<file path="src/verilog/btc_spc_pkg.sv">
// ---------------------------------------------------------------------
// BTC SPC component decoder shared definitions
// Widths, value types, row summary struct and readout FSM states
// ---------------------------------------------------------------------
`default_nettype none

package btc_spc_pkg;

  // Datapath widths
  localparam int cLLR_W     = 5;
  localparam int cEXTR_W    = 6;
  localparam int cROW_MAX   = 32;
  localparam int cBIT_IDX_W = 5;
  localparam int cALPHA_W   = 3;

  // Two rows in flight, ping-pong halves
  localparam int cMEM_DEPTH = 2 * cROW_MAX;
  // Symmetric saturation limit of Lapri
  localparam int cMAG_MAX   = 2**(cEXTR_W-1) - 1;

  typedef logic signed [cLLR_W-1:0]    llr_t;
  typedef logic signed [cEXTR_W-1:0]   extr_t;
  typedef logic        [cEXTR_W-2:0]   mag_t;
  typedef logic        [cALPHA_W-1:0]  alpha_t;
  typedef logic        [cBIT_IDX_W-1:0] bit_idx_t;
  typedef logic        [cBIT_IDX_W:0]  mem_addr_t;

  // Row framing
  typedef struct packed {
    logic sop;
    logic eop;
  } strb_t;

  // Summary of one sorted row
  typedef struct packed {
    logic     prod_sign;
    mag_t     min0;
    bit_idx_t min0_idx;
    mag_t     min1;
    bit_idx_t last_idx;
  } row_metric_t;

  typedef enum logic {
    ST_IDLE = 1'b0,
    ST_READ = 1'b1
  } row_state_t;

endpackage

`default_nettype wire

</file>
<file path="src/verilog/btc_spc_bit_counter.sv">
// ---------------------------------------------------------------------
// Write and readout position counters of the SPC engine
// ---------------------------------------------------------------------
`timescale 1ns/1ns
`default_nettype none

module btc_spc_bit_counter
  import btc_spc_pkg::*;
(
  input  logic     iclk,
  input  logic     ireset,
  input  logic     istart,
  input  logic     ival,
  input  logic     eop,
  input  logic     rd_en,
  input  bit_idx_t last_idx,
  output bit_idx_t wr_idx,
  output bit_idx_t rd_idx,
  output logic     rd_last
);

  always_ff @(posedge iclk or posedge ireset) begin
    if (ireset) begin
      wr_idx <= '0;
      rd_idx <= '0;
    end else if (istart) begin
      wr_idx <= '0;
      rd_idx <= '0;
    end else begin
      // Accepted bits, restart after row end
      if (ival) begin
        wr_idx <= eop ? '0 : wr_idx + 1'b1;
      end
      // Readout cycles, wrap on last bit
      if (rd_en) begin
        rd_idx <= rd_last ? '0 : rd_idx + 1'b1;
      end
    end
  end

  assign rd_last = rd_en && (rd_idx == last_idx);

endmodule

`default_nettype wire

</file>
<file path="src/verilog/btc_spc_decide.sv">
// ---------------------------------------------------------------------
// SPC min-sum output stage
// Extrinsic, bit decision, bit error and decoding fail per bit
// ---------------------------------------------------------------------
`timescale 1ns/1ns
`default_nettype none

module btc_spc_decide
  import btc_spc_pkg::*;
(
  input  logic        iclk,
  input  logic        ireset,
  input  logic        rd_val,
  input  bit_idx_t    rd_idx,
  input  row_metric_t metric,
  input  extr_t       lapri,
  input  logic        hd_bit,
  output logic        hd_read,
  output logic        oval,
  output strb_t       ostrb,
  output extr_t       oLextr,
  output logic        obitdat,
  output logic        obiterr,
  output logic        odecfail
);

  logic                    val_d;
  bit_idx_t                idx_d;
  mag_t                    ext_mag;
  logic                    ext_sign;
  extr_t                   lextr;
  logic signed [cEXTR_W:0] dec_sum;
  logic                    bitdat;

  //--------------------------------------------------------------------
  // Align read request with memory data
  //--------------------------------------------------------------------

  always_ff @(posedge iclk or posedge ireset) begin
    if (ireset) begin
      val_d <= 1'b0;
    end else begin
      val_d <= rd_val;
    end
  end

  always_ff @(posedge iclk) begin
    idx_d <= rd_idx;
  end

  //--------------------------------------------------------------------
  // Min-sum rule
  //--------------------------------------------------------------------

  always_comb begin
    // Least reliable bit sees min1, all others min0
    ext_mag  = (idx_d == metric.min0_idx) ? metric.min1 : metric.min0;
    // Product of the other signs
    ext_sign = metric.prod_sign ^ lapri[cEXTR_W-1];
    lextr    = ext_sign ? extr_t'(-{1'b0, ext_mag}) : extr_t'({1'b0, ext_mag});
    dec_sum  = lapri + lextr;
    // Negative soft output gives 1
    bitdat   = dec_sum[cEXTR_W];
  end

  // One FIFO pop per output bit
  assign hd_read = val_d;

  always_ff @(posedge iclk or posedge ireset) begin
    if (ireset) begin
      oval <= 1'b0;
    end else begin
      oval <= val_d;
    end
  end

  always_ff @(posedge iclk) begin
    ostrb.sop <= val_d && (idx_d == '0);
    ostrb.eop <= val_d && (idx_d == metric.last_idx);
    oLextr    <= lextr;
    obitdat   <= bitdat;
    obiterr   <= bitdat ^ hd_bit;
    // Odd parity of Lapri hard decisions
    odecfail  <= metric.prod_sign;
  end

endmodule

`default_nettype wire

</file>
<file path="src/verilog/btc_spc_engine.sv">
// ---------------------------------------------------------------------
// SPC soft-in soft-out component decoder engine, min-sum
// ---------------------------------------------------------------------
`timescale 1ns/1ns
`default_nettype none

module btc_spc_engine
  import btc_spc_pkg::*;
(
  input  logic   iclk,
  input  logic   ireset,
  input  logic   istart,
  input  alpha_t ialpha,
  input  logic   ival,
  input  strb_t  istrb,
  input  llr_t   iLLR,
  input  extr_t  iLextr,
  output logic   oval,
  output strb_t  ostrb,
  output extr_t  oLextr,
  output logic   obitdat,
  output logic   obiterr,
  output logic   odecfail
);

  logic        mem_write;
  extr_t       mem_wdat;
  extr_t       mem_rdat;
  logic        hd_write;
  logic        hd_wbit;
  logic        hd_read;
  logic        hd_rbit;
  logic        row_done;
  row_metric_t row_metric;
  row_metric_t metric;
  logic        wr_ptr;
  logic        rd_ptr;
  logic        rd_en;
  logic        rd_last;
  bit_idx_t    wr_idx;
  bit_idx_t    rd_idx;

  //--------------------------------------------------------------------
  // Input side
  //--------------------------------------------------------------------

  btc_spc_row_sort row_sort (
    .iclk       (iclk),
    .ireset     (ireset),
    .ival       (ival),
    .istrb      (istrb),
    .iLLR       (iLLR),
    .iLextr     (iLextr),
    .ialpha     (ialpha),
    .wr_idx     (wr_idx),
    .mem_write  (mem_write),
    .mem_wdat   (mem_wdat),
    .hd_write   (hd_write),
    .hd_bit     (hd_wbit),
    .row_done   (row_done),
    .row_metric (row_metric)
  );

  // Counts the registered writes, row_done marks their eop
  btc_spc_bit_counter bit_counter (
    .iclk     (iclk),
    .ireset   (ireset),
    .istart   (istart),
    .ival     (mem_write),
    .eop      (row_done),
    .rd_en    (rd_en),
    .last_idx (metric.last_idx),
    .wr_idx   (wr_idx),
    .rd_idx   (rd_idx),
    .rd_last  (rd_last)
  );

  btc_spc_row_fsm row_fsm (
    .iclk       (iclk),
    .ireset     (ireset),
    .istart     (istart),
    .row_done   (row_done),
    .row_metric (row_metric),
    .rd_last    (rd_last),
    .wr_ptr     (wr_ptr),
    .rd_ptr     (rd_ptr),
    .rd_en      (rd_en),
    .metric     (metric)
  );

  //--------------------------------------------------------------------
  // Storage and output side
  //--------------------------------------------------------------------

  btc_spc_lapri_mem lapri_mem (
    .iclk  (iclk),
    .write (mem_write),
    .waddr ({wr_ptr, wr_idx}),
    .raddr ({rd_ptr, rd_idx}),
    .wdat  (mem_wdat),
    .rdat  (mem_rdat)
  );

  btc_spc_hd_fifo hd_fifo (
    .iclk   (iclk),
    .ireset (ireset),
    .istart (istart),
    .write  (hd_write),
    .wbit   (hd_wbit),
    .read   (hd_read),
    .rbit   (hd_rbit)
  );

  btc_spc_decide decide (
    .iclk     (iclk),
    .ireset   (ireset),
    .rd_val   (rd_en),
    .rd_idx   (rd_idx),
    .metric   (metric),
    .lapri    (mem_rdat),
    .hd_bit   (hd_rbit),
    .hd_read  (hd_read),
    .oval     (oval),
    .ostrb    (ostrb),
    .oLextr   (oLextr),
    .obitdat  (obitdat),
    .obiterr  (obiterr),
    .odecfail (odecfail)
  );

endmodule

`default_nettype wire

</file>
<file path="src/verilog/btc_spc_hd_fifo.sv">
// ---------------------------------------------------------------------
// Channel hard decision FIFO, two rows deep, read in output order
// ---------------------------------------------------------------------
`timescale 1ns/1ns
`default_nettype none

module btc_spc_hd_fifo
  import btc_spc_pkg::*;
(
  input  logic iclk,
  input  logic ireset,
  input  logic istart,
  input  logic write,
  input  logic wbit,
  input  logic read,
  output logic rbit
);

  logic      mem [cMEM_DEPTH];
  mem_addr_t wptr;
  mem_addr_t rptr;

  // Circular pointers, wrap naturally at depth
  always_ff @(posedge iclk or posedge ireset) begin
    if (ireset) begin
      wptr <= '0;
      rptr <= '0;
    end else if (istart) begin
      wptr <= '0;
      rptr <= '0;
    end else begin
      if (write) begin
        wptr <= wptr + 1'b1;
      end
      if (read) begin
        rptr <= rptr + 1'b1;
      end
    end
  end

  always_ff @(posedge iclk) begin
    if (write) begin
      mem[wptr] <= wbit;
    end
  end

  // Head of queue visible in the pop cycle
  assign rbit = mem[rptr];

endmodule

`default_nettype wire

</file>
<file path="src/verilog/btc_spc_lapri_mem.sv">
// ---------------------------------------------------------------------
// Two-row Lapri storage with registered read
// ---------------------------------------------------------------------
`timescale 1ns/1ns
`default_nettype none

module btc_spc_lapri_mem
  import btc_spc_pkg::*;
(
  input  logic      iclk,
  input  logic      write,
  input  mem_addr_t waddr,
  input  mem_addr_t raddr,
  input  extr_t     wdat,
  output extr_t     rdat
);

  // Upper address bit selects the ping-pong half
  extr_t mem [cMEM_DEPTH];

  always_ff @(posedge iclk) begin
    if (write) begin
      mem[waddr] <= wdat;
    end
  end

  // One cycle read latency
  always_ff @(posedge iclk) begin
    rdat <= mem[raddr];
  end

endmodule

`default_nettype wire

</file>
<file path="src/verilog/btc_spc_row_fsm.sv">
// ---------------------------------------------------------------------
// Readout FSM of the SPC engine
// Latches row summary and swaps ping-pong row pointers
// ---------------------------------------------------------------------
`timescale 1ns/1ns
`default_nettype none

module btc_spc_row_fsm
  import btc_spc_pkg::*;
(
  input  logic        iclk,
  input  logic        ireset,
  input  logic        istart,
  input  logic        row_done,
  input  row_metric_t row_metric,
  input  logic        rd_last,
  output logic        wr_ptr,
  output logic        rd_ptr,
  output logic        rd_en,
  output row_metric_t metric
);

  row_state_t state;
  row_state_t state_nxt;

  // Next state
  always_comb begin
    state_nxt = state;
    case (state)
      ST_IDLE : if (row_done) state_nxt = ST_READ;
      // New row may be ready right at the end of readout
      ST_READ : if (rd_last && !row_done) state_nxt = ST_IDLE;
      default : state_nxt = ST_IDLE;
    endcase
  end

  always_ff @(posedge iclk or posedge ireset) begin
    if (ireset) begin
      state  <= ST_IDLE;
      wr_ptr <= 1'b0;
      rd_ptr <= 1'b0;
    end else if (istart) begin
      state  <= ST_IDLE;
      wr_ptr <= 1'b0;
      rd_ptr <= 1'b0;
    end else begin
      state <= state_nxt;
      // Finished half goes to readout, writer moves on
      if (row_done) begin
        rd_ptr <= wr_ptr;
        wr_ptr <= ~wr_ptr;
      end
    end
  end

  // Row summary held for the whole readout
  always_ff @(posedge iclk) begin
    if (row_done) begin
      metric <= row_metric;
    end
  end

  assign rd_en = (state == ST_READ);

endmodule

`default_nettype wire

</file>
<file path="src/verilog/btc_spc_row_sort.sv">
// ---------------------------------------------------------------------
// Lapri formation and running min-sum sort of one SPC row
// Keeps product sign, min0 with its index and min1
// ---------------------------------------------------------------------
`timescale 1ns/1ns
`default_nettype none

module btc_spc_row_sort
  import btc_spc_pkg::*;
(
  input  logic        iclk,
  input  logic        ireset,
  input  logic        ival,
  input  strb_t       istrb,
  input  llr_t        iLLR,
  input  extr_t       iLextr,
  input  alpha_t      ialpha,
  input  bit_idx_t    wr_idx,
  output logic        mem_write,
  output extr_t       mem_wdat,
  output logic        hd_write,
  output logic        hd_bit,
  output logic        row_done,
  output row_metric_t row_metric
);

  localparam int cPROD_W = cEXTR_W + cALPHA_W + 1;
  localparam int cSUM_W  = cPROD_W + 1;

  logic signed [cPROD_W-1:0] scaled;
  logic signed [cSUM_W-1:0]  sum;
  extr_t                     lapri;

  logic        val_r;
  logic        sop_r;
  logic        eop_r;
  logic        hd_r;
  extr_t       lapri_r;
  mag_t        lapri_mag;
  row_metric_t acc;
  row_metric_t acc_nxt;

  //--------------------------------------------------------------------
  // Lapri = LLR + Lextr * alpha / 4
  //--------------------------------------------------------------------

  always_comb begin
    scaled = (iLextr * $signed({1'b0, ialpha})) >>> 2;
    sum    = iLLR + scaled;
    // Saturate to symmetric range
    if (sum > cMAG_MAX) begin
      lapri = extr_t'(cMAG_MAX);
    end else if (sum < -cMAG_MAX) begin
      lapri = extr_t'(-cMAG_MAX);
    end else begin
      lapri = extr_t'(sum);
    end
  end

  always_ff @(posedge iclk or posedge ireset) begin
    if (ireset) begin
      val_r <= 1'b0;
    end else begin
      val_r <= ival;
    end
  end

  always_ff @(posedge iclk) begin
    sop_r   <= istrb.sop;
    eop_r   <= istrb.eop;
    lapri_r <= lapri;
    // Channel hard decision, negative is 1
    hd_r    <= iLLR[cLLR_W-1];
  end

  //--------------------------------------------------------------------
  // Running sort on the registered bit
  //--------------------------------------------------------------------

  assign lapri_mag = mag_t'(lapri_r[cEXTR_W-1] ? -lapri_r : lapri_r);

  always_comb begin
    acc_nxt = acc;
    if (sop_r) begin
      // First bit of a row seeds the sort
      acc_nxt.prod_sign = lapri_r[cEXTR_W-1];
      acc_nxt.min0      = lapri_mag;
      acc_nxt.min0_idx  = wr_idx;
      acc_nxt.min1      = mag_t'(cMAG_MAX);
    end else begin
      acc_nxt.prod_sign = acc.prod_sign ^ lapri_r[cEXTR_W-1];
      if (lapri_mag < acc.min0) begin
        acc_nxt.min1     = acc.min0;
        acc_nxt.min0     = lapri_mag;
        acc_nxt.min0_idx = wr_idx;
      end else if (lapri_mag < acc.min1) begin
        acc_nxt.min1 = lapri_mag;
      end
    end
    acc_nxt.last_idx = wr_idx;
  end

  always_ff @(posedge iclk) begin
    if (val_r) begin
      acc <= acc_nxt;
    end
  end

  // Summary includes the eop bit itself
  assign row_metric = acc_nxt;
  assign row_done   = val_r & eop_r;

  assign mem_write = val_r;
  assign mem_wdat  = lapri_r;
  assign hd_write  = val_r;
  assign hd_bit    = hd_r;

endmodule

`default_nettype wire
</file>
<file path="config.mk">
export PLATFORM = sky130hd
export DESIGN_NAME = btc_spc_engine
export DESIGN_NICKNAME = d
export VERILOG_FILES = /design/src/verilog/btc_spc_pkg.sv /design/src/verilog/btc_spc_bit_counter.sv /design/src/verilog/btc_spc_decide.sv /design/src/verilog/btc_spc_engine.sv /design/src/verilog/btc_spc_hd_fifo.sv /design/src/verilog/btc_spc_lapri_mem.sv /design/src/verilog/btc_spc_row_fsm.sv /design/src/verilog/btc_spc_row_sort.sv
export SDC_FILE = /design/constraint.sdc
export NUM_CORES = 1
export LEC_CHECK = 0
export ABC_AREA = 1
export BUFFER_PORTS_ARGS = -buffer_cell sky130_fd_sc_hd__buf_2
export CAP_MARGIN = 20
export CORE_ASPECT_RATIO = 0.5
export CORE_UTILIZATION = 48
export CTS_CLUSTER_DIAMETER = 200
export DETAILED_ROUTE_END_ITERATION = 8
export MAX_ROUTING_LAYER = met4
export PLACE_DENSITY_LB_ADDON = 0.25
export SLEW_MARGIN = 5
export SYNTH_ARGS = -nofsm -noshare
export SYNTH_HDL_FRONTEND = slang
export SYNTH_SLANG_ARGS = --single-unit
export TNS_END_PERCENT = 20
</file>
<file path="constraint.sdc">
create_clock -name iclk -period 4.7 [get_ports iclk]
set_input_delay 1.175 -clock iclk [delete_from_list [all_inputs] [get_ports iclk]]
set_output_delay 1.175 -clock iclk [all_outputs]
set_load 0.01 [all_outputs]
</file>
==> flow_metrics.tcl, run 1 <==
set metrics [dict create \
    syn-num-nets 2004 \
    relSlewSlack 0.332 \
    synth_cells 1934 \
    rsz0062_at_grt "no" \
    dp_hpwl_mm 33.1 \
    synth_ff_type "edfxtp_1" \
    power_switching_share 0.282 \
    clkPwrFrac 0.318 \
    wl_per_cell_um 20.9 \
    clkLatencyLatePin_ns 0.57 \
    start_kind "input pin" \
    pwr-share-comb 0.176 \
    synth_most_common_cell "edfxtp_1" \
    min_path_cells 0 \
    hold_path_class "reg2reg" \
    synth_edf_count 485 \
    seq_area_frac_synth 0.683 \
    yosysWarnings 0 \
    die_w_um 313 \
    seq_power_share 0.506 \
    hold_viol_final 0 \
    placed_area_um2 24000 \
    required_ns 5.14 \
    finalSetupViolCount 0 \
    final_cell_area_um2 25500 \
    core_um2 47300 \
    synthTopCellsByArea "edfxtp_1 63%, nor2_1 5.1%, o21ai_0 3.7%" \
    maxCapViolations 0 \
    cts_sinks 544 \
    rr_worst_depth 12 \
    antenna_found_initial 3 \
    track_usage 0.230 \
    maxSlewViolCount 0 \
    path_class "in2reg" \
    multi_input_area_um2 6480 \
    routed_wl_mm 54.7 \
    r2r_slack_ns 1.34 \
    dp_slack_ns -0.00805 \
    hp-start "row_fsm.metric[20]" \
    cts_resized 0 \
    critPathMaxStageDelay_ns 0.52 \
    cp_slowest_cell "fa_1" \
    synthArstFlopShare 0.0515 \
    cts_htree_levels 2 \
    path_cells "buf_2, nand2_1, inv_1, ha_1, inv_1, fa_1, inv_1, ha_1, a21oi_1, nand2_1, a21oi_1, o21ai_0, xnor2_1, inv_1, ha_1, nand2_1, o21a_1, nand2_1, xor2_1, nand3_1, nand2_1, nand3b_1" \
    vias 14900 \
    startpoint "ialpha[2]" \
    final_antenna_net_count 0 \
    drt_iter0_drc 1512 \
    whs_ns 0.425 \
    p_leak_nw 8.88 \
    crit_arrival_ns 4.55 \
    setup_ws_ns 0.586 \
    layout-drive-gt1-share 0.0777 \
    syn_to_final_growth_pct 9.89 \
    status "finished clean" \
    vias_per_cell 5.70 \
    drc 0 \
    synth_cell_type_count 46 \
    fin_skew_ns 0.0171 \
    cp-end-kind "register" \
    n_fill_cell 4003 \
    ctsRootBufferMaster "clkbuf_16" \
    worstPathMaxFanout 6 \
    grt.overflow.total 0 \
    nets 2014 \
    grt_pass1_wl_mm 83.6 \
    first_pass_iters 5 \
    num_rows 56 \
    synth.top_cell.area_share 0.626 \
    ios 32 \
    cts_inserted_buffers 49 \
    rr_startpoint "row_sort.mem_wdat[1]" \
    portBuffers 31 \
    internal_power_mw 8.78 \
    grt_max_degree 103 \
    start_util 0.492 \
    die_h_um 158 \
    syn-cell-area_um2 23200 \
    r2r_end "row_fsm.metric[16]" \
    place.gp.congestion 0.873 \
    cp_common_cell "nand2_1" \
    synth.largest_area_cell "edfxtp_1" \
    finalSetupTns_ns 0 \
    min_delay_worst_endpoint "decide.odecfail" \
    synth-seq-cells 544 \
    cts_buffer_depth 3 \
    synthTopCellsByCount "485 x edfxtp_1, 316 x nor2_1, 189 x nand2_1" \
    post-cts-setup-buffers 0 \
    ir_worst_vdd_uv 232 \
    seq_area_um2 15900 \
    min_period_ns 4.11 \
    worst_pin_slew_ns 1.00 \
    grt_pass1_vias 14200 \
    period_share 0.875 \
    p_sw_mw 3.46 \
    clk_pin_slew_ns 0.07 \
    dieArea_um2 49400 \
    cts_tree "done" \
    p_per_area_nw_per_um2 479 \
    synth_area_per_cell_um2 12.0 \
    hold_buffers 0 \
    fmax_mhz 243 \
]
==> sequential cells by signal, indices dropped and copies added, names as in the netlist, 2 cells and up <==
| signal | cells |
|---|---|
| decide.ostrb | 2 |
| decide.oLextr | 6 |
| hd_fifo.mem | 64 |
| lapri_mem.mem | 384 |
| hd_fifo.wptr | 6 |
| decide.idx_d | 5 |
| lapri_mem.rdat | 6 |
| bit_counter.wr_idx | 5 |
| row_sort.mem_wdat | 6 |
| bit_counter.rd_idx | 5 |
| row_fsm.metric | 21 |
| hd_fifo.rptr | 6 |
| row_sort.acc | 16 |
==> power groups by stage <==
stage	clock network [mW]	registers, mW	logic [mW]
floorplan	0	6.41	1.25
global placement	0	6.29	2.10
detailed placement	0	6.30	2.15
CTS	3.94	6.19	2.15
global route	4.12	6.22	2.44
finish	3.89	6.19	2.15
==> routing by layer <==
metal	global-route usage	routed length (um)	part of all wire	vias to the layer above
met2	0.342	24100	0.44	569
met5	-	0	0	-
met4	0.0599	1170	0.021	0
li1	-	-	-	7031
met3	0.0606	5350	0.098	93
met1	0.315	24100	0.44	7253
==> final cells by class <==
| class | count | area share |
|---|---|---|
| repair buffers | 54 | 0.0146 |
| inverters | 123 | 0.0183 |
| clock inverters | 22 | 0.00700 |
| well taps | 638 | 0.0312 |
| flip-flops and latches | 544 | 0.622 |
| clock buffers | 67 | 0.0526 |
| multi-input cells | 1172 | 0.254 |
| diodes | 1 | 0.0000980 |
==> layout by cell type, fill, tap and decap left out, types with 26 or more instances in the layout <==
cell,Yosys,final
a21oi_1,36,36
buf_2,35,31
clkbuf_16,0,50
dfrtp_1,28,26
edfxtp_1,485,485
ha_1,43,43
inv_1,115,114
mux2i_1,48,48
nand2_1,189,189
nand3_1,134,134
nor2_1,316,316
o211ai_1,51,51
o21ai_0,173,173
o221ai_1,50,50
o22ai_1,49,49
==> worst max-delay path, delay by kind of cell <==
family                   cells  cell delay, ns
XOR/XNOR                     2            0.38
buffers and inverters        5            0.34
AO/OA/AOI/OAI                4            0.60
AND/OR/NAND/NOR              7            0.64
adder cells (fa/ha/maj)      4            1.41
==> worst max path at each step <==
stage | end | slack [ns] | depth (start not counted)
final | row_sort.mem_wdat[0] | 0.59 | 22
after global routing | row_sort.mem_wdat[0] | 0.22 | 22
after CTS | row_sort.mem_wdat[0] | 0.57 | 22
after detailed placement | row_sort.mem_wdat[0] | -0.008 | 22
after global placement | row_sort.mem_wdat[0] | 0.04 | 22
after floorplan | row_sort.mem_wdat[0] | 0.41 | 21
==> through the flow <==
stage	total power [mW]	utilization	instances
floorplan	7.65	-	1934
global placement	8.39	0.507	2530
detailed placement	8.44	0.507	2530
CTS	12.3	0.540	2619
global route	12.8	0.540	2621
finish	12.2	0.540	2621
==> kinds of logic (layout without fill, tap and decap cells) <==
family	after synthesis	in the layout	share of synthesized area
and+or+nand+nor	671	671	0.120
DFF	544	544	0.683
AOI/OAI and AO/OA	380	380	0.101
buffers and inverters	218	266	0.0379
adders and majority gates	50	50	0.0292
muxes	48	48	0.0207
xor gates and xnor gates	23	23	0.00867
other	0	1	0
No activity file was read; power rests on OpenSTA's default activity.
==> run 2, diff against run 1 <==
--- a/config.mk
+++ b/config.mk
@@ -5,12 +5,11 @@
 export SDC_FILE = /design/constraint.sdc
 export NUM_CORES = 1
 export LEC_CHECK = 0
-export ABC_AREA = 1
 export BUFFER_PORTS_ARGS = -buffer_cell sky130_fd_sc_hd__buf_2
 export CAP_MARGIN = 20
 export CORE_ASPECT_RATIO = 0.5
 export CORE_UTILIZATION = 48
-export CTS_CLUSTER_DIAMETER = 200
+export CTS_CLUSTER_DIAMETER = 60
 export DETAILED_ROUTE_END_ITERATION = 8
 export MAX_ROUTING_LAYER = met4
 export PLACE_DENSITY_LB_ADDON = 0.25
==> flow_metrics.tcl, run 2 <==
set metrics [dict create \
    yosys.area_share.simple 0.0584 \
    num_rows 55 \
    first_pass_iters 5 \
    n_fill_cell 3592 \
    wl_per_cell_um 23.5 \
    place.gp.congestion 0.814 \
    relSlewSlack 0.335 \
    portBuffers 31 \
    synth-seq-cells 544 \
    start_kind "input pin" \
    ir_worst_vdd_uv 270 \
    cts_htree_levels 2 \
    dieArea_um2 48300 \
    synth.largest_area_cell "edfxtp_1" \
    synthTopCellsByCount "485 x edfxtp_1, 168 x nor2_1, 143 x mux4_2" \
    cp_slowest_cell "fa_1" \
    drc 0 \
    cts_sinks 544 \
    grt_pass1_vias 12000 \
    layout_common_cells "485 x edfxtp_1, 168 x nor2_1, 143 x mux4_2" \
    nets 1416 \
    synth_area_per_cell_um2 17.8 \
    period_share 0.953 \
    synth_top_family_by_area "multiplexers" \
    clkLatencyLatePin_ns 0.57 \
    syn_to_final_growth_pct 11.6 \
    synth_most_common_cell "edfxtp_1" \
    cts_inserted_buffers 48 \
    seq_power_share 0.512 \
    grt.overflow.total 0 \
    synthTopCellsByArea "edfxtp_1 64%, mux4_2 14%, dfrtp_1 3.1%" \
    rr_worst_depth 15 \
    start_util 0.495 \
    setup_ws_ns 0.220 \
    synthXorXnorAreaFrac 0.0177 \
    hold_buffers 0 \
    p_leak_nw 8.32 \
    hold_viol_final 0 \
    grt_max_degree 65 \
    min_period_ns 4.48 \
    syn-num-nets 1350 \
    synth_cells 1280 \
    antenna_found_initial 3 \
    whs_ns 0.466 \
    final_cell_area_um2 25400 \
    post-cts-setup-buffers 0 \
    final_util 0.552 \
    critPathMaxStageDelay_ns 0.56 \
    dp_slack_ns -0.370 \
    synth_ff_type "edfxtp_1" \
    synth.top_cell.area_share 0.640 \
    grt_pass1_wl_mm 72.7 \
    ctsRootBufferMaster "clkbuf_16" \
    layout-drive-gt1-share 0.232 \
    fmax_mhz 223 \
    min_path_cells 0 \
    yosysWarnings 0 \
    internal_power_mw 8.84 \
    synthMuxAreaShare 0.153 \
    p_per_area_nw_per_um2 471 \
    cp-end-kind "register" \
    maxCapViolations 0 \
    ios 32 \
    largest-register "lapri_mem.mem" \
    status "finished clean" \
    power_switching_share 0.260 \
    path_class "in2reg" \
    die_w_um 310 \
    clkPwrFrac 0.320 \
    required_ns 5.15 \
    cts_tree "done" \
    final_antenna_net_count 0 \
    synth_cell_type_count 48 \
    seq_area_frac_synth 0.698 \
    p_sw_mw 3.10 \
    synth_compound_area_frac 0.0250 \
    largest_register_ffs 384 \
    vias 11600 \
    drt_iter0_drc 1050 \
    placed_area_um2 23800 \
    finalSetupTns_ns 0 \
    worst_pin_slew_ns 0.994 \
    routed_wl_mm 47.2 \
    worstPathMaxFanout 4 \
    maxSlewViolCount 0 \
    finalSetupViolCount 0 \
    clk_pin_slew_ns 0.06 \
    core_um2 46000 \
    synth_edf_count 485 \
    rsz0062_at_grt "no" \
    dp.cells 1922 \
    cp_common_cell "ha_1" \
    final_common_cell "edfxtp_1" \
    cts_buffer_depth 3 \
    die_h_um 156 \
    syn-cell-area_um2 22700 \
    fin_skew_ns 0.0211 \
    top_regs "lapri_mem.mem (384), hd_fifo.mem (64), row_fsm.metric (21)" \
    vias_per_cell 5.76 \
    crit_arrival_ns 4.93 \
    total_power_mw 11.9 \
    synthArstFlopShare 0.0515 \
    hold_path_class "reg2reg" \
    path_cells "buf_2, and2_1, ha_1, fa_1, ha_1, a21o_1, a21oi_2, o21bai_1, a21oi_2, xnor2_2, ha_1, o2111ai_1, a31oi_1, or4b_4, o21a_1, inv_1, and4_1, o21bai_1" \
    pwr-share-comb 0.168 \
    finalNonFillerCells 2011 \
    synthAdderAreaFrac 0.0298 \
    dp_hpwl_mm 30.4 \
    track_usage 0.210 \
]
==> run 2: repair_timing <==
action	in CTS	in global routing
setup endpoints to repair	0	5
resized for setup	0	3
endpoints found under the hold margin	0	0
==> run 2: power groups by stage <==
stage | Clock [mW] | Combinational [mW] | Sequential [mW]
final | 3.82 | 2.01 | 6.11
after global routing | 4.06 | 2.21 | 6.15
after CTS | 3.88 | 2.01 | 6.12
after detailed placement | 0 | 2.00 | 6.22
after global placement | 0 | 1.92 | 6.21
after floorplan | 0 | 1.14 | 6.31
==> run 2: worst paths after layout <==
path | startpoint | endpoint | slack (ns)
min in group asynchronous | ireset | decide.oval | 0.68
min reg2reg | row_fsm.metric[20] | decide.odecfail | 0.47
max reg2reg | row_fsm.metric[14] | decide.obiterr | 1.15
max | ialpha[2] | row_sort.mem_wdat[0] | 0.22
min | row_fsm.metric[20] | decide.odecfail | 0.47
max in group asynchronous | ireset | bit_counter.rd_idx[1] | 3.50
==> run 2: cells by family (layout without fill, tap and decap cells) <==
family                     after synthesis  count (layout)
muxes                                  168             168
xor gates and xnor gates                46              46
AOI/OAI and AO/OA                       89              89
other                                    0               2
adders and majority gates               50              50
DFF                                    544             544
buffers and inverters                   95             197
and+or+nand+nor                        288             288
==> run 2: cell type report <==
cell class,count,area (um^2),share of cell area
clock inverters,18,145,0.00572
multi-input cells,641,6500,0.256
well taps,627,785,0.0309
inverters,38,143,0.00562
clock buffers,68,1360,0.0535
repair buffers,73,541,0.0213
diodes,2,5.00,0.000197
flip-flops and latches,544,15900,0.627
==> run 2: critical path, delay by kind of cell <==
family                     cells  cell delay [ns]
and+or+nand+nor                3             0.81
buffers and inverters          2             0.22
AOI/OAI and AO/OA              8             1.14
adders and majority gates      4             1.42
xor gates and xnor gates       1             0.16
==> run 2: layer usage <==
layer	part of all wire	up-vias	GRT usage
met4	0.017	0	0.0471
li1	-	5137	-
met5	0	-	-
met2	0.48	404	0.327
met1	0.43	5981	0.286
met3	0.076	66	0.0447
